<file path="src/logic/raster_pkg.sv">
// shared constants, types and the triangle record layout for the raster design; compile it first
`default_nettype none

package raster_pkg;

  ////////////////////
  // bus and screen constants
  ////////////////////

  // axi4-lite write channel
  localparam int data_width = 32;
  localparam int addr_width = 5;

  // one triangle record is six bus words
  localparam int words_per_tri = 6;
  // writing this word index completes a record
  localparam logic [2:0] last_word_idx = 3'd5;

  // frame buffer is a quarter of the 640x480 scan
  localparam int screen_w = 320;
  localparam int screen_h = 240;
  localparam int fb_depth = screen_w * screen_h;
  localparam int fb_addr_width = 17;

  // triangle queue entries
  localparam int fifo_depth = 16;

  ////////////////////
  // basic types
  ////////////////////

  typedef logic [data_width-1:0] word_t;
  typedef logic [fb_addr_width-1:0] fb_addr_t;
  // rgb332: red 7..5, green 4..2, blue 1..0
  typedef logic [7:0] pixel_t;
  typedef logic [8:0] coord_x_t;
  typedef logic [7:0] coord_y_t;

  // black, written by the clear sweep
  localparam pixel_t clear_color = 8'h00;

  ////////////////////
  // triangle record, word 5 on top and word 0 at the bottom
  ////////////////////

  typedef struct packed {
    // word 5
    logic [31:0] rsvd_inv_area;
    // word 4
    logic [7:0]  pad4;
    pixel_t      color;
    logic [15:0] rsvd_z3;
    // word 3
    logic [7:0]  pad3_hi;
    coord_y_t    v3y;
    logic [6:0]  pad3_lo;
    coord_x_t    v3x;
    // word 2
    logic [15:0] rsvd_z2;
    logic [7:0]  pad2;
    coord_y_t    v2y;
    // word 1
    logic [6:0]  pad1;
    coord_x_t    v2x;
    logic [15:0] rsvd_z1;
    // word 0
    logic [7:0]  pad0_hi;
    coord_y_t    v1y;
    logic [6:0]  pad0_lo;
    coord_x_t    v1x;
  } tri_fields_t;

  // bus side sees raw words, draw side sees the fields
  typedef union packed {
    word_t [words_per_tri-1:0] words;
    tri_fields_t               fields;
  } tri_word_u;

  // one frame buffer write
  typedef struct packed {
    logic     en;
    fb_addr_t addr;
    pixel_t   data;
  } fb_wr_t;

  typedef enum logic [1:0] {
    clear,
    wait_tri,
    fill
  } draw_state_e;

  // linear pixel address, row major
  function automatic fb_addr_t pixel_addr(coord_x_t x, coord_y_t y);
    return fb_addr_t'(y) * fb_addr_t'(screen_w) + fb_addr_t'(x);
  endfunction

endpackage

`default_nettype wire
</file>
<file path="src/logic/pixel_scan.sv">
// maps the 640x480 scan position onto the frame buffer and widens rgb332 to 4-bit channels
`timescale 1ns/100ps
`default_nettype none

module pixel_scan (
  input  wire [9:0]                drawX,
  input  wire [9:0]                drawY,
  input  wire raster_pkg::pixel_t  rd_data,
  output raster_pkg::fb_addr_t     rd_addr,
  output logic [3:0]               red,
  output logic [3:0]               green,
  output logic [3:0]               blue
);

  raster_pkg::coord_x_t buf_x;
  raster_pkg::coord_y_t buf_y;

  // half resolution, each buffer pixel covers 2x2 scan pixels
  assign buf_x = drawX[9:1];
  assign buf_y = drawY[8:1];
  assign rd_addr = raster_pkg::pixel_addr(buf_x, buf_y);

  // pad each field with zeros at the bottom
  assign red = {rd_data[7:5], 1'b0};
  assign green = {rd_data[4:2], 1'b0};
  assign blue = {rd_data[1:0], 2'b00};

endmodule

`default_nettype wire

</file>
<file path="config.mk">
export PLATFORM = sky130hd
export DESIGN_NAME = pixel_scan
export DESIGN_NICKNAME = d
export VERILOG_FILES = /design/src/logic/raster_pkg.sv /design/src/logic/pixel_scan.sv
export SDC_FILE = /design/constraint.sdc
export NUM_CORES = 1
export LEC_CHECK = 0
export BUFFER_PORTS_ARGS = -buffer_cell sky130_fd_sc_hd__buf_2
export CAP_MARGIN = 15
export CORE_MARGIN = 1.5
export CORE_UTILIZATION = 45
export DETAILED_ROUTE_END_ITERATION = 12
export PLACE_DENSITY = 0.88
export REMOVE_ABC_BUFFERS = 1
export SLEW_MARGIN = 5
export SYNTH_ARGS = -nofsm -noshare
export SYNTH_HDL_FRONTEND = slang
export SYNTH_SLANG_ARGS = --single-unit
export TNS_END_PERCENT = 20
</file>
<file path="constraint.sdc">
create_clock -name vclk -period 9.2
set_input_delay 1.84 -clock vclk [all_inputs]
set_output_delay 1.84 -clock vclk [all_outputs]
set_load 0.02 [all_outputs]
</file>
* Yosys cells after proc, flatten, opt, wreduce, memory -nomap -nowiden *
Index checks and enable logic that the tools add are counted.

cells by class
  $add $sub $neg = 1
  $mul = 1

operators with widths
  operator                                            count
  adder 17 x 9 -> 17 bit                              1
  multiplier 8 x 3 -> 11 bit (second input constant)  1

word-level totals
  register bits after elaboration = 0
  logic and storage cells = 2

* Longest topological paths before layout *
  depth after elaboration = 2
  gate-level depth with buffers = 8
  depth with buffers taken out = 8

* Least setup slack after synthesis *
Ideal clock, no wire load.

  path type = input -> output
  start point = input port drawY[2]
  end point = output port rd_addr[15]
  arrival time = 3.952 ns
  required time = 7.360 ns
  setup slack = 3.408 ns
  stages on the path = 8
  path buffers = 0
  path through = ha_1 > ha_1 > fa_1 > xor2_2 > o21ai_0 > nor4_1 > nand4_1 > xnor2_1

on the way
  cells in the longest elaborated chain, start to end = 2

ends and longest elaborated chain
  element                     RTL line          source
  start, declared             pixel_scan.sv:7   input wire [9:0] drawY,
  multiplier 8 x 3 -> 11 bit  raster_pkg.sv:94  return fb_addr_t'(y) * fb_addr_t'(screen_w) + fb_addr_t'(x);
  adder 17 x 9 -> 17 bit      raster_pkg.sv:94
  end, declared               pixel_scan.sv:9   output raster_pkg::fb_addr_t rd_addr,

Every way passes these cells.

* Worst setup path after layout *
  start point = input port drawY[2]
  end point = output port rd_addr[16]

The elaborated chain is that of the path after synthesis.

==> impl_metrics.env <==
export IMPL_n_antenna_cell=0
export IMPL_initialDrtViolationCount=2
export IMPL_hp_start="drawX[4]"
export IMPL_yosysTopAreaCellShare_pct=24.55
export IMPL_status="finished clean"
export IMPL_final_hold_viol_count=0
export IMPL_post_synth_top_count_cell="buf_4"
export IMPL_place_area_um2=770.7
export IMPL_grt_max_degree=9
export IMPL_yosys_top_cells_count="18 x buf_4, 15 x ha_1"
export IMPL_fin_area_um2=770.7
export IMPL_grt_pass1_wl_mm=2.539
export IMPL_fmax_mhz=164.6
export IMPL_seq_area_um2=0
export IMPL_synthMuxAreaShare_pct=0
export IMPL_start_kind="input port"
export IMPL_synthCells=93
export IMPL_synthSimpleGateAreaFrac_pct=17.84
export IMPL_drc=0
export IMPL_start_util_pct=49.59
export IMPL_die_height_um=44.22
export IMPL_ys_warn_count=0
export IMPL_cp_required_ns=7.36
export IMPL_post_cts_resized=0
export IMPL_hold_path_depth=0
export IMPL_ys_top_cells_by_area="ha_1 25%, buf_4 18%, xnor2_1 6.9%, fa_1 5.2%, o21ai_0 3.9%"
export IMPL_crit_type="in -> out"
export IMPL_yosys_area_top_type="ha_1"
export IMPL_core_area_um2=1541
export IMPL_seq_cell_count=0
export IMPL_synth_top_family_by_area="adder cells"
export IMPL_first_pass_iters=3
export IMPL_num_rows=14
export IMPL_layout_drive_gt1_share_pct=29.00
export IMPL_top_layer="met3"
export IMPL_wl_mm=1.484
export IMPL_netlist_area_um2=764.5
export IMPL_cp_max_fo=5
export IMPL_fin_tns_setup_ns=0
export IMPL_gp_congestion=0.8077
export IMPL_cp_end_kind="output pin"
export IMPL_power_switching_uw=48.21
export IMPL_syn_to_final_growth_pct=0.8183
export IMPL_cts_setup_buffers=0
export IMPL_fin_util_pct=50.00
export IMPL_slew_violations=0
export IMPL_worst_endpoint_arrival_ns=4.24
export IMPL_hold_class="in -> out"
export IMPL_drv_cap=0
export IMPL_cts_hold_buf=0
export IMPL_antenna_left=0
export IMPL_routed_wl_met2_um=681
export IMPL_rsz0062_at_grt="false"
export IMPL_met3_length_um=168
export IMPL_finalCriticalPeriod_ns=6.075
export IMPL_port_buffer_count=22
export IMPL_netSwitchingFraction_pct=60.61
export IMPL_via_per_inst=5.621
export IMPL_synth_compound_area_share_pct=19.97
export IMPL_yosysSeqAreaShare_pct=0
export IMPL_min_period_over_period_pct=66.03
export IMPL_fillers=145
export IMPL_synthXorXnorAreaFrac_pct=11.29
export IMPL_avgSynthCellArea_um2=8.220
export IMPL_whs_endpoint="rd_addr[3]"
export IMPL_yosysUniqueCellTypes=32
export IMPL_p_comb_share_pct=100.0
export IMPL_dp_hpwl_mm=1.271
export IMPL_finalSetupViolCount=0
export IMPL_clock_buffers=0
export IMPL_pwr_share_clk_pct=0
export IMPL_wirelength_met1_um=634
export IMPL_dieArea_um2=1955
export IMPL_p_int_uw=31.33
export IMPL_vias=652
export IMPL_ios=57
export IMPL_power_density_nw_per_um2=103.2
export IMPL_antenna_found_initial=0
export IMPL_gr_usage_all_layers_pct=16.29
export IMPL_p_leak_nw=0.3827
export IMPL_die_x_um=44.22
export IMPL_routedWlPerCell_um=12.79
export IMPL_grt_pass1_vias=624
export IMPL_synth_fa_ha_area_share_pct=29.79
export IMPL_pwr_share_seq_pct=0
export IMPL_grt_overflow_total=0
export IMPL_ir_drop_mv=0.05961
export IMPL_finalNetCount=147
## worst max-delay path, cell delays in order
cell      delay [ns]
buf_2           0.12
ha_1            0.29
ha_1            0.23
fa_1            0.45
a211oi_2        0.33
o22ai_1         0.18
nor4b_4         0.38
a32oi_1         0.15
nand3_1         0.10
buf_2           0.16
## layout by cell type (no fill, tap or decap)
master / synthesis / final
fa_1: 2 / 2
conb_1: 1 / 4
xor2_1: 2 / 2
o211ai_1: 1 / 1
and2_1: 1 / 1
a32oi_1: 1 / 1
nor2b_1: 2 / 2
o22ai_1: 1 / 1
a21oi_1: 1 / 1
or2_2: 1 / 1
a211oi_2: 2 / 2
xor2_2: 1 / 1
o21a_1: 1 / 1
nor3b_1: 2 / 2
nand4_1: 2 / 2
o21ba_2: 1 / 1
or4b_1: 1 / 1
nor4b_4: 1 / 1
xnor2_1: 6 / 6
ha_1: 15 / 15
nand2_1: 3 / 3
a21o_1: 2 / 2
o21ai_0: 6 / 6
o2111ai_2: 1 / 1
o2111ai_1: 1 / 1
a31oi_1: 1 / 1
nor4_1: 1 / 1
buf_2: 0 / 22
inv_1: 6 / 6
o21bai_1: 1 / 1
nand3_1: 2 / 2
nor2_1: 6 / 6
## through the flow
stage	hold WS, ns	setup WS [ns]	power [mW]	cells
final	3.680	3.125	0.07954	116
after floorplan	3.680	3.408	0.05939	78
after global placement	3.680	3.152	0.07736	116
after detailed placement	3.680	3.115	0.07913	116
after global routing	3.680	2.950	0.08765	116
after CTS	3.680	3.116	0.07955	116
## power groups by stage
stage / registers, mW / clock network, mW / logic (mW)
after floorplan: 0 / 0 / 0.0594
after global placement: 0 / 0 / 0.0774
after global routing: 0 / 0 / 0.0877
after detailed placement: 0 / 0 / 0.0791
final: 0 / 0 / 0.0795
after CTS: 0 / 0 / 0.0795
## final cells by class
cell class | count | area, µm² | area share, %
well taps | 16 | 20.02 | 2.597
inverters | 6 | 22.52 | 2.922
repair buffers | 22 | 110.1 | 14.29
multi-input cells | 72 | 618.1 | 80.19
## per-layer routing
metal | GRT usage, % | vias up
met4 | 0 | 0
met1 | 19.95 | 298
met2 | 26.18 | 30
met3 | 9.796 | 0
li1 | - | 324
met5 | 0 | -
## worst max path at each step
stage	endpoint	depth (start not counted)	start	slack, ns
after floorplan	rd_addr[15]	8	drawY[2]	3.41
after global placement	rd_addr[16]	10	drawY[2]	3.15
after detailed placement	rd_addr[16]	10	drawY[2]	3.12
after CTS	rd_addr[16]	10	drawY[2]	3.12
after global routing	rd_addr[16]	10	drawY[2]	2.95
final	rd_addr[16]	10	drawY[2]	3.12
## cells by family after synthesis
kind of cell,Yosys count
buf+inv,24
simple gates,22
compound gates,20
fa+ha+maj,17
xor+xnor,9
other cells,1
Note: power is estimated with default switching activity, not from simulation.
