**src/logic/raster_pkg.sv**
```systemverilog
// shared constants, types and the triangle record layout for the raster design; compile it first
`default_nettype none

package raster_pkg;

  ////////////////////
  // bus and screen constants
  ////////////////////

  // axi4-lite write channel
  localparam int data_width = 32;
  localparam int addr_width = 5;

  // one triangle record is six bus words
  localparam int words_per_tri = 6;
  // writing this word index completes a record
  localparam logic [2:0] last_word_idx = 3'd5;

  // frame buffer is a quarter of the 640x480 scan
  localparam int screen_w = 320;
  localparam int screen_h = 240;
  localparam int fb_depth = screen_w * screen_h;
  localparam int fb_addr_width = 17;

  // triangle queue entries
  localparam int fifo_depth = 16;

  ////////////////////
  // basic types
  ////////////////////

  typedef logic [data_width-1:0] word_t;
  typedef logic [fb_addr_width-1:0] fb_addr_t;
  // rgb332: red 7..5, green 4..2, blue 1..0
  typedef logic [7:0] pixel_t;
  typedef logic [8:0] coord_x_t;
  typedef logic [7:0] coord_y_t;

  // black, written by the clear sweep
  localparam pixel_t clear_color = 8'h00;

  ////////////////////
  // triangle record, word 5 on top and word 0 at the bottom
  ////////////////////

  typedef struct packed {
    // word 5
    logic [31:0] rsvd_inv_area;
    // word 4
    logic [7:0]  pad4;
    pixel_t      color;
    logic [15:0] rsvd_z3;
    // word 3
    logic [7:0]  pad3_hi;
    coord_y_t    v3y;
    logic [6:0]  pad3_lo;
    coord_x_t    v3x;
    // word 2
    logic [15:0] rsvd_z2;
    logic [7:0]  pad2;
    coord_y_t    v2y;
    // word 1
    logic [6:0]  pad1;
    coord_x_t    v2x;
    logic [15:0] rsvd_z1;
    // word 0
    logic [7:0]  pad0_hi;
    coord_y_t    v1y;
    logic [6:0]  pad0_lo;
    coord_x_t    v1x;
  } tri_fields_t;

  // bus side sees raw words, draw side sees the fields
  typedef union packed {
    word_t [words_per_tri-1:0] words;
    tri_fields_t               fields;
  } tri_word_u;

  // one frame buffer write
  typedef struct packed {
    logic     en;
    fb_addr_t addr;
    pixel_t   data;
  } fb_wr_t;

  typedef enum logic [1:0] {
    clear,
    wait_tri,
    fill
  } draw_state_e;

  // linear pixel address, row major
  function automatic fb_addr_t pixel_addr(coord_x_t x, coord_y_t y);
    return fb_addr_t'(y) * fb_addr_t'(screen_w) + fb_addr_t'(x);
  endfunction

endpackage

`default_nettype wire
```
**src/logic/tri_fifo.sv**
```systemverilog
// synchronous queue of triangle records between the bus writer and the draw controller
`timescale 1ns/100ps
`default_nettype none

module tri_fifo (
  input  wire                         S_AXI_ACLK,
  input  wire                         S_AXI_ARESETN,
  input  wire                         push,
  input  wire raster_pkg::tri_word_u  rec_in,
  input  wire                         pop,
  output raster_pkg::tri_word_u       rec_out,
  output logic                        full,
  output logic                        empty
);

  raster_pkg::tri_word_u mem [raster_pkg::fifo_depth];
  logic [$clog2(raster_pkg::fifo_depth)-1:0] wr_ptr;
  logic [$clog2(raster_pkg::fifo_depth)-1:0] rd_ptr;
  // one extra bit so a full queue is distinct from an empty one
  logic [$clog2(raster_pkg::fifo_depth):0] count;
  logic do_push;
  logic do_pop;

  assign do_push = push && !full;
  assign do_pop = pop && !empty;
  // count top bit set means all entries used
  assign full = count[$clog2(raster_pkg::fifo_depth)];
  assign empty = (count == '0);
  // head always visible
  assign rec_out = mem[rd_ptr];

  always_ff @(posedge S_AXI_ACLK) begin
    if (do_push) begin
      mem[wr_ptr] <= rec_in;
    end
  end

  // pointers wrap on the power-of-two depth
  always_ff @(posedge S_AXI_ACLK) begin
    if (!S_AXI_ARESETN) begin
      wr_ptr <= '0;
      rd_ptr <= '0;
      count <= '0;
    end else begin
      if (do_push) begin
        wr_ptr <= wr_ptr + 1'b1;
      end
      if (do_pop) begin
        rd_ptr <= rd_ptr + 1'b1;
      end
      case ({do_push, do_pop})
        2'b10: count <= count + 1'b1;
        2'b01: count <= count - 1'b1;
        default: count <= count;
      endcase
    end
  end

endmodule

`default_nettype wire

```
**config.mk**
```make
export PLATFORM = sky130hd
export DESIGN_NAME = tri_fifo
export DESIGN_NICKNAME = d
export VERILOG_FILES = /design/src/logic/raster_pkg.sv /design/src/logic/tri_fifo.sv
export SDC_FILE = /design/constraint.sdc
export NUM_CORES = 2
export LEC_CHECK = 0
export ABC_AREA = 0
export BUFFER_PORTS_ARGS = -buffer_cell sky130_fd_sc_hd__buf_2
export CAP_MARGIN = 5
export CORE_UTILIZATION = 30
export CTS_CLUSTER_DIAMETER = 80
export CTS_CLUSTER_SIZE = 10
export DETAILED_ROUTE_END_ITERATION = 6
export PLACE_DENSITY = 0.56
export SYNTH_ARGS = -nofsm -noshare
export SYNTH_HDL_FRONTEND = slang
export SYNTH_SLANG_ARGS = --single-unit
```
**constraint.sdc**
```tcl
create_clock -name S_AXI_ACLK -period 21.3 [get_ports S_AXI_ACLK]
set_clock_uncertainty 0.15 [all_clocks]
set_input_delay 5.325 -clock S_AXI_ACLK [delete_from_list [all_inputs] [get_ports S_AXI_ACLK]]
set_output_delay 5.325 -clock S_AXI_ACLK [all_outputs]
set_load 0.01 [all_outputs]
```
Word-level counts from Yosys, hierarchy flattened --
Memory sizes are Yosys's and may differ from the RTL's. A register that Yosys moved wholly into a read port is not among the register bits. Cells that the tools add are included.
Word-level totals: bits in registers 13, output and inout bits 194, input bits 196, bits in writable memories 3072, memories kept 1
Memories:
- mem | depth 16, width 192, read ports 1, clocked after Yosys merged registers in 1, wr ports 1, RTL line tri_fifo.sv:16 | raster_pkg::tri_word_u mem [raster_pkg::fifo_depth];
Cells by class: eq/ne operators 2, reductions and logical operators 6, $add $sub $neg 4, mux-type cells 5
Operators by type and width (number):
- 5-bit one-hot mux with 2 select lines | 1
- 4-bit by 1-bit adder with 4-bit output, second input constant | 2
- 4-bit two-way mux | 2
- 5-bit by 1-bit adder with 5-bit output, second input constant | 1
- 5-bit zero test | 1
- 5-bit by 1-bit subtractor with 5-bit output, second input constant | 1
- 2-bit by 1-bit equality test with 1-bit output, second input constant | 1
- 2-bit equality test, second input constant | 1
- 1-bit logical AND | 2
- 1-bit zero test | 2
- 1-bit two-way mux | 2
- 2-bit nonzero test | 1

Depth between registers and ports, before layout --
word-level depth 5, gate-level depth with buffers 12, depth with buffers taken out 10

Worst setup path before layout --
No wires, ideal clock.
path kind input -> register, start input port push, end memory mem[3][0] (netlist name), enable pin, slack 1504 ps, arrival time 18667 ps, stages 4, cell sequence nor2b_1 buf_2 nand2_1 nor3_1
On the way: cells in the longest elaborated chain, start to end 3
RTL lines:
- start: declaration | RTL line tri_fifo.sv:8 | input wire push,
- 1-bit logical AND | RTL line tri_fifo.sv:24 | assign do_push = push && !full;
- 1-bit two-way mux | RTL line tri_fifo.sv:33 | if (do_push) begin
- 1-bit two-way mux (implied by the code) | RTL line tri_fifo.sv:34 | mem[wr_ptr] <= rec_in;
- end: declaration | RTL line tri_fifo.sv:16
No other way between the ends.

==> impl_metrics.env <==
export IMPL_clock_latency_ps=910
export IMPL_dpl_worst_slack_ps=10290
export IMPL_crit_family="buffers and inverters"
export IMPL_ios=390
export IMPL_synth_top_cell_by_area="edfxtp_1"
export IMPL_port_buffers=389
export IMPL_hold_viol=0
export IMPL_async_flop_share_pct=0
export IMPL_yosysTopAreaCellShare_pct=79.21
export IMPL_cp_depth=9
export IMPL_worst_pin_slew_ps=1028
export IMPL_start_kind="flip-flop"
export IMPL_cts_root_buf="clkbuf_16"
export IMPL_fin_total_pwr_mw=14.21
export IMPL_place_congestion=0.6985
export IMPL_clk_pin_slew_worst_paths_ps=60
export IMPL_r2r_end="mem[8][189]$_DFFE_PP_"
export IMPL_cts_resized_gates=0
export IMPL_grt_usage_pct=13.96
export IMPL_critPathCaptureType="primary output"
export IMPL_postCtsHoldBufs=0
export IMPL_die_w_um=625.0
export IMPL_fin_ws_ps=9620
export IMPL_drc=0
export IMPL_die_height_um=625.0
export IMPL_vdd_ir_drop_max_mv=0.07258
export IMPL_post_route_util_pct=34.89
export IMPL_synth_edff_count=3072
export IMPL_finalSetupTns_ps=0
export IMPL_max_freq_ghz=0.08562
export IMPL_grt_max_degree=137
export IMPL_synth_top_family_by_area="multiplexers"
export IMPL_cp_common_cell="buf_4"
export IMPL_dieArea_sq_um=390700
export IMPL_syn_inst=4627
export IMPL_clk_path_buf_depth=4
export IMPL_postCtsSetupRepairBufs=0
export IMPL_cp_data_required_time_ps=15830
export IMPL_cts_sinks=3089
export IMPL_synthXorXnorAreaFrac_pct=0.06017
export IMPL_vias=51536
export IMPL_yosys_area_share_simple_pct=0.6694
export IMPL_synth_compound_area_share_pct=0.9616
export IMPL_criticalPathCategory="reg2out"
export IMPL_synth_area_leaders="edfxtp_1, mux4_2, mux2i_1, a211oi_1, nor2b_1"
export IMPL_routedWlPerCell_um=26.38
export IMPL_path_max_fanout=39
export IMPL_core_area_sq_um=386000
export IMPL_yosysMostFrequentCell="edfxtp_1"
export IMPL_powerDensity_nw_per_um2=105.6
export IMPL_period_share_pct=54.83
export IMPL_synth_common_cells="edfxtp_1, mux4_2, clkbuf_1"
export IMPL_synth_nets=4831
export IMPL_setup_viol=0
export IMPL_critPathBufInv=5
export IMPL_syn_area_sq_um=116500
export IMPL_crit_chain="buf_4 -> buf_4 -> buf_4 -> buf_4 -> mux4_2 -> nor2b_1 -> a211oi_1 -> a21oi_1 -> buf_2"
export IMPL_grt_overflow=0
export IMPL_drive_above_1_share_pct=33.98
export IMPL_slew_viol_final=0
export IMPL_cts_tree="yes"
export IMPL_grt_pass1_vias=54816
export IMPL_ys_seq_elements=3089
export IMPL_hpwl_um=138800
export IMPL_p_leak_nw=40.18
export IMPL_fin_crit_ps=11680
export IMPL_h_tree_depth=5
export IMPL_yosysUniqueCellTypes=40
export IMPL_num_rows=228
export IMPL_drtAntennaViolNets=0
export IMPL_area_growth_pct=15.63
export IMPL_cpPeakStageDelay_ps=770
export IMPL_ff2ff_path_depth=6
export IMPL_grt_pass1_wl_um=397800
export IMPL_synthAdderAreaFrac_pct=0.08595
export IMPL_rrSetupSlack_ps=16290
export IMPL_viasPerCell=4.906
export IMPL_firstDrtPassIters=5
export IMPL_initial_core_util_pct=30.17
export IMPL_cts_buffers=351
export IMPL_rsz0062_at_grt="false"
export IMPL_muxShareOfSynthArea_pct=17.72
export IMPL_max_slew_margin_pct=31.48
export IMPL_routed_wl_um=277100
export IMPL_nNetsFinal=5443
export IMPL_ys_warn_count=0
export IMPL_yosys_most_used_dff="edfxtp_1"
export IMPL_antenna_found_initial=87
export IMPL_maxCapViolations=0
export IMPL_cp_slowest_cell="dfxtp_4"
export IMPL_seq_area_frac_synth_pct=79.51
export IMPL_syn_mean_instance_area_sq_um=25.17
export IMPL_drt_initial_drc_count=4515
export IMPL_r2r_start="count[4]$_SDFFE_PN0P_"
export IMPL_worstPathArrival_ps=6200
export IMPL_status="finished clean"
export IMPL_critPathCapture="rec_out[0]"
export IMPL_hold_path_class="reg2reg"
[tightest hold or removal path, delay by kind of cell (launching register included)]
| kind | cells | cell delay (ps) |
|---|---|---|
| AND/OR/NAND/NOR | 2 | 150 |
| flip-flops | 1 | 320 |
[per-layer routing]
metal | vias to the layer above | share of wire, % | global-route usage (%)
li1 | 21205 | - | -
met3 | 474 | 7.2 | 3.817
met1 | 28355 | 41 | 18.10
met2 | 1430 | 49 | 23.20
met5 | - | 0.16 | 0
met4 | 72 | 2.1 | 3.382
[flip-flops by register name, summed over array words and instances (netlist names), named ones only]
register and flops:
count 5, mem 3072, rd_ptr 4, wr_ptr 4
[placed cells by master (no fill, tap or decap), types with 3 or more instances in the layout]
cell / instances
a211oi_1: 80
a21boi_0: 4
a21oi_1: 80
and2_1: 10
buf_12: 17
buf_2: 389
buf_4: 101
clkbuf_1: 18
clkbuf_16: 353
clkinv_16: 12
clkinv_8: 5
dfxtp_1: 13
dfxtp_4: 4
diode_2: 38
edfxtp_1: 3072
ha_1: 8
inv_16: 7
inv_6: 4
mux2i_1: 82
mux4_2: 880
nand2_1: 11
nand2b_1: 3
nor2_4: 12
nor2b_1: 84
nor3_2: 4
xnor2_1: 6
[stage by stage]
step	hold WS (ps)	std cells	cell area, sq um
2_1_floorplan	337.4	4627	116500
3_3_place_gp	354.7	10061	125000
3_5_place_dp	371.2	10061	125000
4_1_cts	381.5	10466	134600
5_1_grt	399.3	10481	134600
6_report	382.1	10504	134700
[worst min path at each step]
stage	slack [ps]	cells past startpoint	endpoint	from
2_1_floorplan	340	2	wr_ptr[0]$_SDFFE_PN0P_	wr_ptr[0]$_SDFFE_PN0P_
6_report	380	2	count[3]$_SDFFE_PN0P_	count[3]$_SDFFE_PN0P_
4_1_cts	380	2	count[3]$_SDFFE_PN0P_	count[3]$_SDFFE_PN0P_
3_5_place_dp	370	2	count[3]$_SDFFE_PN0P_	count[3]$_SDFFE_PN0P_
5_1_grt	400	2	count[3]$_SDFFE_PN0P_	count[3]$_SDFFE_PN0P_
3_3_place_gp	350	2	count[3]$_SDFFE_PN0P_	count[3]$_SDFFE_PN0P_
[kinds of logic (layout without fill, tap and decap cells)]
group | Yosys count | in the layout
AOI/OAI and AO/OA | 175 | 175
xor gates and xnor gates | 8 | 8
adders and majority gates | 8 | 8
buffers and inverters | 251 | 915
DFF | 3089 | 3089
muxes | 962 | 962
other | 0 | 38
and+or+nand+nor | 134 | 134
[cell type report]
cell class / instances / area (sq um)
tap: 5175 / 6475
multi-input combinational: 1287 / 22820
antenna: 38 / 95.09
clock inverter: 34 / 703.2
sequential: 3089 / 92600
clock buffer: 371 / 8901
timing repair buffer: 507 / 3045
inverter: 3 / 11.26
fill: 35204 / 251300
[power breakdown]
| group | leakage, nW | switching, mW | internal, mW |
|---|---|---|---|
| clock | 4.67 | 2.29 | 2.99 |
| combinational | 7.62 | 1.07 | 0.959 |
| sequential | 27.9 | 0.0511 | 6.85 |
| total | 40.2 | 3.42 | 10.8 |
Power figures use the tool's default switching activity.
