## config.mk

```make
export PLATFORM = sky130hd
export DESIGN_NAME = axi_tri_writer
export DESIGN_NICKNAME = d
export VERILOG_FILES = /design/src/logic/raster_pkg.sv /design/src/logic/axi_tri_writer.sv
export SDC_FILE = /design/constraint.sdc
export NUM_CORES = 1
export LEC_CHECK = 0
export ABC_AREA = 1
export BUFFER_PORTS_ARGS = -buffer_cell sky130_fd_sc_hd__buf_4
export CAP_MARGIN = 20
export CORE_ASPECT_RATIO = 1.25
export CORE_MARGIN = 3
export CORE_UTILIZATION = 45
export CTS_CLUSTER_SIZE = 8
export DETAILED_ROUTE_END_ITERATION = 6
export PLACE_DENSITY_LB_ADDON = 0.05
export SYNTH_ARGS = -nofsm -noshare
export SYNTH_HDL_FRONTEND = slang
export SYNTH_SLANG_ARGS = --single-unit
```

## constraint.sdc

```tcl
create_clock -name S_AXI_ACLK -period 18.05 [get_ports S_AXI_ACLK]
set_clock_uncertainty 0.15 [all_clocks]
set_input_delay 0.9025 -clock S_AXI_ACLK [delete_from_list [all_inputs] [get_ports S_AXI_ACLK]]
set_output_delay 0.9025 -clock S_AXI_ACLK [all_outputs]
set_load 0.005 [all_outputs]
```

## src/logic/raster_pkg.sv

```systemverilog
// shared constants, types and the triangle record layout for the raster design; compile it first
`default_nettype none

package raster_pkg;

  ////////////////////
  // bus and screen constants
  ////////////////////

  // axi4-lite write channel
  localparam int data_width = 32;
  localparam int addr_width = 5;

  // one triangle record is six bus words
  localparam int words_per_tri = 6;
  // writing this word index completes a record
  localparam logic [2:0] last_word_idx = 3'd5;

  // frame buffer is a quarter of the 640x480 scan
  localparam int screen_w = 320;
  localparam int screen_h = 240;
  localparam int fb_depth = screen_w * screen_h;
  localparam int fb_addr_width = 17;

  // triangle queue entries
  localparam int fifo_depth = 16;

  ////////////////////
  // basic types
  ////////////////////

  typedef logic [data_width-1:0] word_t;
  typedef logic [fb_addr_width-1:0] fb_addr_t;
  // rgb332: red 7..5, green 4..2, blue 1..0
  typedef logic [7:0] pixel_t;
  typedef logic [8:0] coord_x_t;
  typedef logic [7:0] coord_y_t;

  // black, written by the clear sweep
  localparam pixel_t clear_color = 8'h00;

  ////////////////////
  // triangle record, word 5 on top and word 0 at the bottom
  ////////////////////

  typedef struct packed {
    // word 5
    logic [31:0] rsvd_inv_area;
    // word 4
    logic [7:0]  pad4;
    pixel_t      color;
    logic [15:0] rsvd_z3;
    // word 3
    logic [7:0]  pad3_hi;
    coord_y_t    v3y;
    logic [6:0]  pad3_lo;
    coord_x_t    v3x;
    // word 2
    logic [15:0] rsvd_z2;
    logic [7:0]  pad2;
    coord_y_t    v2y;
    // word 1
    logic [6:0]  pad1;
    coord_x_t    v2x;
    logic [15:0] rsvd_z1;
    // word 0
    logic [7:0]  pad0_hi;
    coord_y_t    v1y;
    logic [6:0]  pad0_lo;
    coord_x_t    v1x;
  } tri_fields_t;

  // bus side sees raw words, draw side sees the fields
  typedef union packed {
    word_t [words_per_tri-1:0] words;
    tri_fields_t               fields;
  } tri_word_u;

  // one frame buffer write
  typedef struct packed {
    logic     en;
    fb_addr_t addr;
    pixel_t   data;
  } fb_wr_t;

  typedef enum logic [1:0] {
    clear,
    wait_tri,
    fill
  } draw_state_e;

  // linear pixel address, row major
  function automatic fb_addr_t pixel_addr(coord_x_t x, coord_y_t y);
    return fb_addr_t'(y) * fb_addr_t'(screen_w) + fb_addr_t'(x);
  endfunction

endpackage

`default_nettype wire
```

## src/logic/axi_tri_writer.sv

```systemverilog
// axi4-lite write slave that gathers six words and pushes a complete triangle record to the queue
`timescale 1ns/100ps
`default_nettype none

module axi_tri_writer (
  input  wire                                 S_AXI_ACLK,
  input  wire                                 S_AXI_ARESETN,
  input  wire  [raster_pkg::addr_width-1:0]   S_AXI_AWADDR,
  input  wire                                 S_AXI_AWVALID,
  output logic                                S_AXI_AWREADY,
  input  wire  raster_pkg::word_t             S_AXI_WDATA,
  input  wire                                 S_AXI_WVALID,
  output logic                                S_AXI_WREADY,
  output logic [1:0]                          S_AXI_BRESP,
  output logic                                S_AXI_BVALID,
  input  wire                                 S_AXI_BREADY,
  input  wire                                 fifo_full,
  output logic                                push,
  output raster_pkg::tri_word_u               rec
);

  // high while no transaction is open
  logic aw_en;
  logic accept;
  logic wr_fire;
  logic [raster_pkg::addr_width-1:0] awaddr_q;
  logic [2:0] word_idx;
  raster_pkg::tri_word_u word_regs;
  raster_pkg::tri_word_u rec_next;

  // both valids seen and nothing outstanding
  assign accept = !S_AXI_AWREADY && S_AXI_AWVALID && S_AXI_WVALID && aw_en;
  // address and data handshake on the same edge
  assign wr_fire = S_AXI_AWREADY && S_AXI_AWVALID && S_AXI_WREADY && S_AXI_WVALID;
  // word index from byte address bits 4..2
  assign word_idx = awaddr_q[raster_pkg::addr_width-1:2];

  ////////////////////
  // ready pulse and open-transaction flag
  ////////////////////
  always_ff @(posedge S_AXI_ACLK) begin
    if (!S_AXI_ARESETN) begin
      S_AXI_AWREADY <= 1'b0;
      S_AXI_WREADY <= 1'b0;
      aw_en <= 1'b1;
    end else if (accept) begin
      S_AXI_AWREADY <= 1'b1;
      S_AXI_WREADY <= 1'b1;
      aw_en <= 1'b0;
    end else begin
      S_AXI_AWREADY <= 1'b0;
      S_AXI_WREADY <= 1'b0;
      // reopen only once the response is taken
      if (S_AXI_BREADY && S_AXI_BVALID) begin
        aw_en <= 1'b1;
      end
    end
  end

  // address held for the handshake edge
  always_ff @(posedge S_AXI_ACLK) begin
    if (accept) begin
      awaddr_q <= S_AXI_AWADDR;
    end
  end

  // word register file, indexes 6 and 7 dropped
  always_ff @(posedge S_AXI_ACLK) begin
    if (wr_fire && word_idx <= raster_pkg::last_word_idx) begin
      word_regs.words[word_idx] <= S_AXI_WDATA;
    end
  end

  ////////////////////
  // write response
  ////////////////////
  always_ff @(posedge S_AXI_ACLK) begin
    if (!S_AXI_ARESETN) begin
      S_AXI_BVALID <= 1'b0;
      S_AXI_BRESP <= 2'b00;
    end else if (wr_fire && !S_AXI_BVALID) begin
      // always okay
      S_AXI_BVALID <= 1'b1;
      S_AXI_BRESP <= 2'b00;
    end else if (S_AXI_BREADY && S_AXI_BVALID) begin
      S_AXI_BVALID <= 1'b0;
    end
  end

  // stored words with the incoming last word on top
  always_comb begin
    rec_next = word_regs;
    rec_next.words[raster_pkg::last_word_idx] = S_AXI_WDATA;
  end

  // push one cycle after the ready pulse; a full queue drops the record
  always_ff @(posedge S_AXI_ACLK) begin
    if (!S_AXI_ARESETN) begin
      push <= 1'b0;
    end else begin
      push <= wr_fire && (word_idx == raster_pkg::last_word_idx) && !fifo_full;
    end
  end

  always_ff @(posedge S_AXI_ACLK) begin
    if (wr_fire && word_idx == raster_pkg::last_word_idx) begin
      rec <= rec_next;
    end
  end

endmodule

`default_nettype wire

```

Yosys cells after proc, flatten, opt, wreduce, memory -nomap -nowiden --
Cells that the tools add are included.
Word-level totals: register bits after elaboration 393, output and inout port bits 198, word-level logic and storage cells 36
Operators by class: order comparisons 3, equal/unequal tests 1, muxes and demuxes 8, reductions and logical operators 17
Operator list (count):
- $bwmux 192 | 1
- $demux 32 s3 | 1
- $mux 32 | 1
- $logic_and 1x1->1 | 12
- $mux 1 | 5
- $lt 3x4->1 const B | 1
- $reduce_bool 2->1 | 2
- $eq 3x3->1 const B | 1
- $ge 3x1->1 const B | 1
- $le 3x3->1 const B | 1
- $logic_not 1->1 | 3

Depth between registers and ports, before layout --
word-level depth 5, mapped depth 5, mapped depth without buffers 5

Least setup slack after synthesis --
No wires, ideal clock.
path type input port to flip-flop, start point input S_AXI_WVALID, end point register rec[0] (netlist bit) (enable), setup time 747 ps, data arrival time 9011 ps, path slack 8142 ps, cell stages on the path 2, cell sequence nand3_4 > nor2_1
On the way: word-level cells in the longest chain between the ends 2
RTL lines:
- start: declaration | line axi_tri_writer.sv:12 | input wire S_AXI_WVALID,
- $logic_and 1x1->1 | line axi_tri_writer.sv:34 | assign wr_fire = S_AXI_AWREADY && S_AXI_AWVALID && S_AXI_WREADY && S_AXI_WVALID;
- $logic_and 1x1->1 | line axi_tri_writer.sv:106 | if (wr_fire && word_idx == raster_pkg::last_word_idx) begin
- end signal: assignment | line axi_tri_writer.sv:107 | rec <= rec_next;
- end: declaration | line axi_tri_writer.sv:19 | output raster_pkg::tri_word_u rec
Every way passes these cells. A chain may end at the register's enable or synchronous reset.

Worst setup path after layout --
start point register S_AXI_WREADY, end point register rec[156] (netlist bit) (enable)
On the way: word-level cells in the longest chain between the ends 4
RTL lines:
- start: declaration | line axi_tri_writer.sv:13 | output logic S_AXI_WREADY,
- start signal: assignment | line axi_tri_writer.sv:44 | S_AXI_WREADY <= 1'b0;
- start signal: assignment | line axi_tri_writer.sv:48 | S_AXI_WREADY <= 1'b1;
- start signal: assignment | line axi_tri_writer.sv:52 | S_AXI_WREADY <= 1'b0;
- $logic_and 1x1->1
- $logic_and 1x1->1 (*) (2 in series) | line axi_tri_writer.sv:34
- $logic_and 1x1->1 (*) | line axi_tri_writer.sv:106
Every way passes the cells marked *; elsewhere a longest branch is shown, timed or not.

==> flow_metrics.py <==
metrics = {
    "routing": {
        "vias": 4678,
        "routed_wl_um": 19650,
        "wire_per_inst_um": 19.15,
        "drcViolationCount": 0,
        "drt_first_pass_iters": 4,
        "final_antenna_net_count": 0,
        "dr.first_iter.drc_count": 156,
        "via_per_inst": 4.559,
    },
    "sta": {
        "slew_headroom_pct": 37.61,
        "hold_viol": 0,
        "setup_violations": 0,
        "min_period_over_period_pct": 15.31,
        "setup_tns_ns": 0,
        "holdWs_ns": 0.2559,
        "fin_crit_ns": 2.764,
        "fmax_mhz": 361.8,
        "tightest_slew_ns": 0.9358,
        "rsz0062_at_grt": "false",
        "slew_violations": 0,
    },
    "die": {
        "core_sq_um": 23810,
        "ios": 241,
        "die_x_um": 145.4,
        "initial_core_util_pct": 45.89,
        "dieArea_sq_um": 26190,
        "die_height_um": 180.2,
        "rows": 63,
    },
    "layout": {
        "final_cell_mix": "edfxtp_1 (355), buf_4 (244), clkbuf_16 (51)",
        "mostFrequentLayoutCell": "edfxtp_1",
        "nets": 734,
        "syn2layout_area_growth_pct": 32.84,
        "drive_gt1_share_pct": 43.37,
        "final_util_pct": 60.96,
        "diodes": 0,
    },
    "logic_synthesis": {
        "synth.cell_area_sq_um": 10920,
        "synth_top_cell_by_area": "edfxtp_1",
        "synth_top_area_share_pct": 97.58,
        "synth_seq_cells": 359,
        "synthTopCellsByArea": "edfxtp_1 (98%), dfxtp_1 (0.73%), inv_1 (0.31%)",
        "ys_seq_area_share_pct": 98.32,
        "yosysWarnings": 0,
        "ys_types": 12,
        "syn_avg_cell_area_sq_um": 27.52,
        "netlist_instances": 397,
    },
    "critical_path": {
        "crit_family": "buffers and inverters",
        "setup.worst_path.start": "S_AXI_WREADY$_SDFF_PN0_",
        "r2r_setup_slack_ns": 15.29,
        "timing.rr.end": "rec[156]$_DFFE_PP_",
        "path_buf_inv": 2,
        "setup.worst_path.start_class": "flop",
        "critPathRequiredTime_ns": 18.04,
        "worstPathCellList": "nand3_4 > nor2_4 > buf_4 > buf_4",
        "critical_path.max_fanout": 75,
        "slowest_delay_ns": 0.80,
        "crit_top_cell": "buf_4",
        "endpoint": "rec[156]$_DFFE_PP_",
        "worstReg2RegStart": "S_AXI_WREADY$_SDFF_PN0_",
        "worst-r2r-cell-count": 4,
        "worstSetupPathType": "reg -> reg",
        "critPathCaptureType": "flop",
        "cpMaxStageDelayCell": "buf_4",
        "crit_arrival_ns": 2.75,
        "crit_cells": 4,
    },
    "power_and_ir_drop": {
        "power.density_nw_per_um2": 118.6,
        "vdd.ir_drop.worst_uv": 78.96,
        "p_leak_nw": 5.141,
    },
    "global_route": {
        "grt_max_degree": 76,
        "grt_overflow_total": 0,
        "grt_usage_pct": 14.96,
        "antenna_found_initial": 0,
        "grt_pass1_vias": 5023,
        "grt_pass1_wl_um": 29860,
    },
    "placed_design": {
        "gp_congestion": 0.7329,
        "dp_hpwl_um": 12400,
        "port_buffers": 236,
    },
    "min_path": {
        "hold_path.class": "reg -> reg",
        "hold_depth": 0,
    },
    "clock_tree": {
        "cts.sinks": 359,
        "clockBufferDepth": 3,
        "post_cts_buffers": 0,
        "clk_latency_ns": 0.52,
        "hold_buffers": 0,
        "cts_root_buf": "clkbuf_16",
        "ctsResizeCount": 0,
        "numCtsBuffers": 50,
        "clk_pin_slew_ns": 0.05,
        "cts_tree": "built",
        "htreeDepth": 2,
    },
    "status": {
        "run_status": "completed",
    },
    "flow_run": {
        "maxCapViolations": 0,
    },
}
-- worst reg2reg max path, delay by kind of cell, from the launching register on --
kind	cells	cell delay (ns)
buf+inv	2	1.31
flops	1	0.45
simple gates	2	0.41
-- report_power, final --
| group | internal (mW) | switching [mW] | leakage (nW) | total, mW |
|---|---|---|---|---|
| clock | 0.498 | 0.291 | 0.645 | 0.788 |
| sequential | 0.915 | 0.000900 | 3.22 | 0.915 |
| combinational | 0.00739 | 0.00924 | 1.27 | 0.0166 |
| total | 1.42 | 0.301 | 5.14 | 1.72 |
-- routing by layer --
layer / track usage (%) / vias to the layer above / share of wire (%)
li1: - / 2155 / -
met1: 18.17 / 2313 / 40
met2: 25.07 / 182 / 51
met3: 5.333 / 28 / 7.6
met4: 5.207 / 0 / 1.9
met5: 0 / - / 0
-- stage by stage --
step | power (mW) | cells | worst slack (ns) | instance area (sq um)
3_5_place_dp | 0.9473 | 964 | 14.75 | 13190
3_3_place_gp | 0.9462 | 964 | 14.84 | 13190
6_report | 1.721 | 1026 | 15.29 | 14510
5_1_grt | 1.784 | 1026 | 15.10 | 14510
4_1_cts | 1.744 | 1026 | 15.27 | 14510
2_1_floorplan | 0.9334 | 398 | 8.142 | 10930
-- sequential cells by signal, indices dropped and copies added (netlist names) --
signal	cells
rec	192
word_regs	160
awaddr_q	3
S_AXI_BVALID	1
S_AXI_WREADY	1
aw_en	1
push	1
-- cells by family after synthesis --
kind of cell / count (synthesis) / synth area share (%)
buf+inv: 12 / 0.5154
compound gates: 1 / 0.04577
other cells: 1 / 0.03433
simple gates: 24 / 1.088
flops: 359 / 98.32
-- Yosys cell counts, drive strengths merged --
cell and n:
nor2 8, inv 9, edfxtp 355, nand3 7, nor3 2, nand2 7, conb 1, buf 3
dfxtp 4, a21oi 1
-- how the worst min path moves through the flow --
stage          slack [ns]                 end                startpoint
2_1_floorplan        0.25    rec[0]$_DFFE_PP_    word_regs[0]$_DFFE_PP_
3_3_place_gp         0.25  rec[118]$_DFFE_PP_  word_regs[118]$_DFFE_PP_
3_5_place_dp         0.25   rec[10]$_DFFE_PP_   word_regs[10]$_DFFE_PP_
4_1_cts              0.26  rec[155]$_DFFE_PP_  word_regs[155]$_DFFE_PP_
5_1_grt              0.27  rec[107]$_DFFE_PP_  word_regs[107]$_DFFE_PP_
6_report             0.26  rec[155]$_DFFE_PP_  word_regs[155]$_DFFE_PP_
-- layout make-up --
cell class                 count  area, sq um
sequential                   359        10740
fill                        1744         9294
timing repair buffer         244         1832
clock buffer                  61         1314
tap                          325        406.6
multi-input combinational     27        176.4
inverter                       9        33.78
clock inverter                 1        8.758
(Power assumes the default switching activity.)
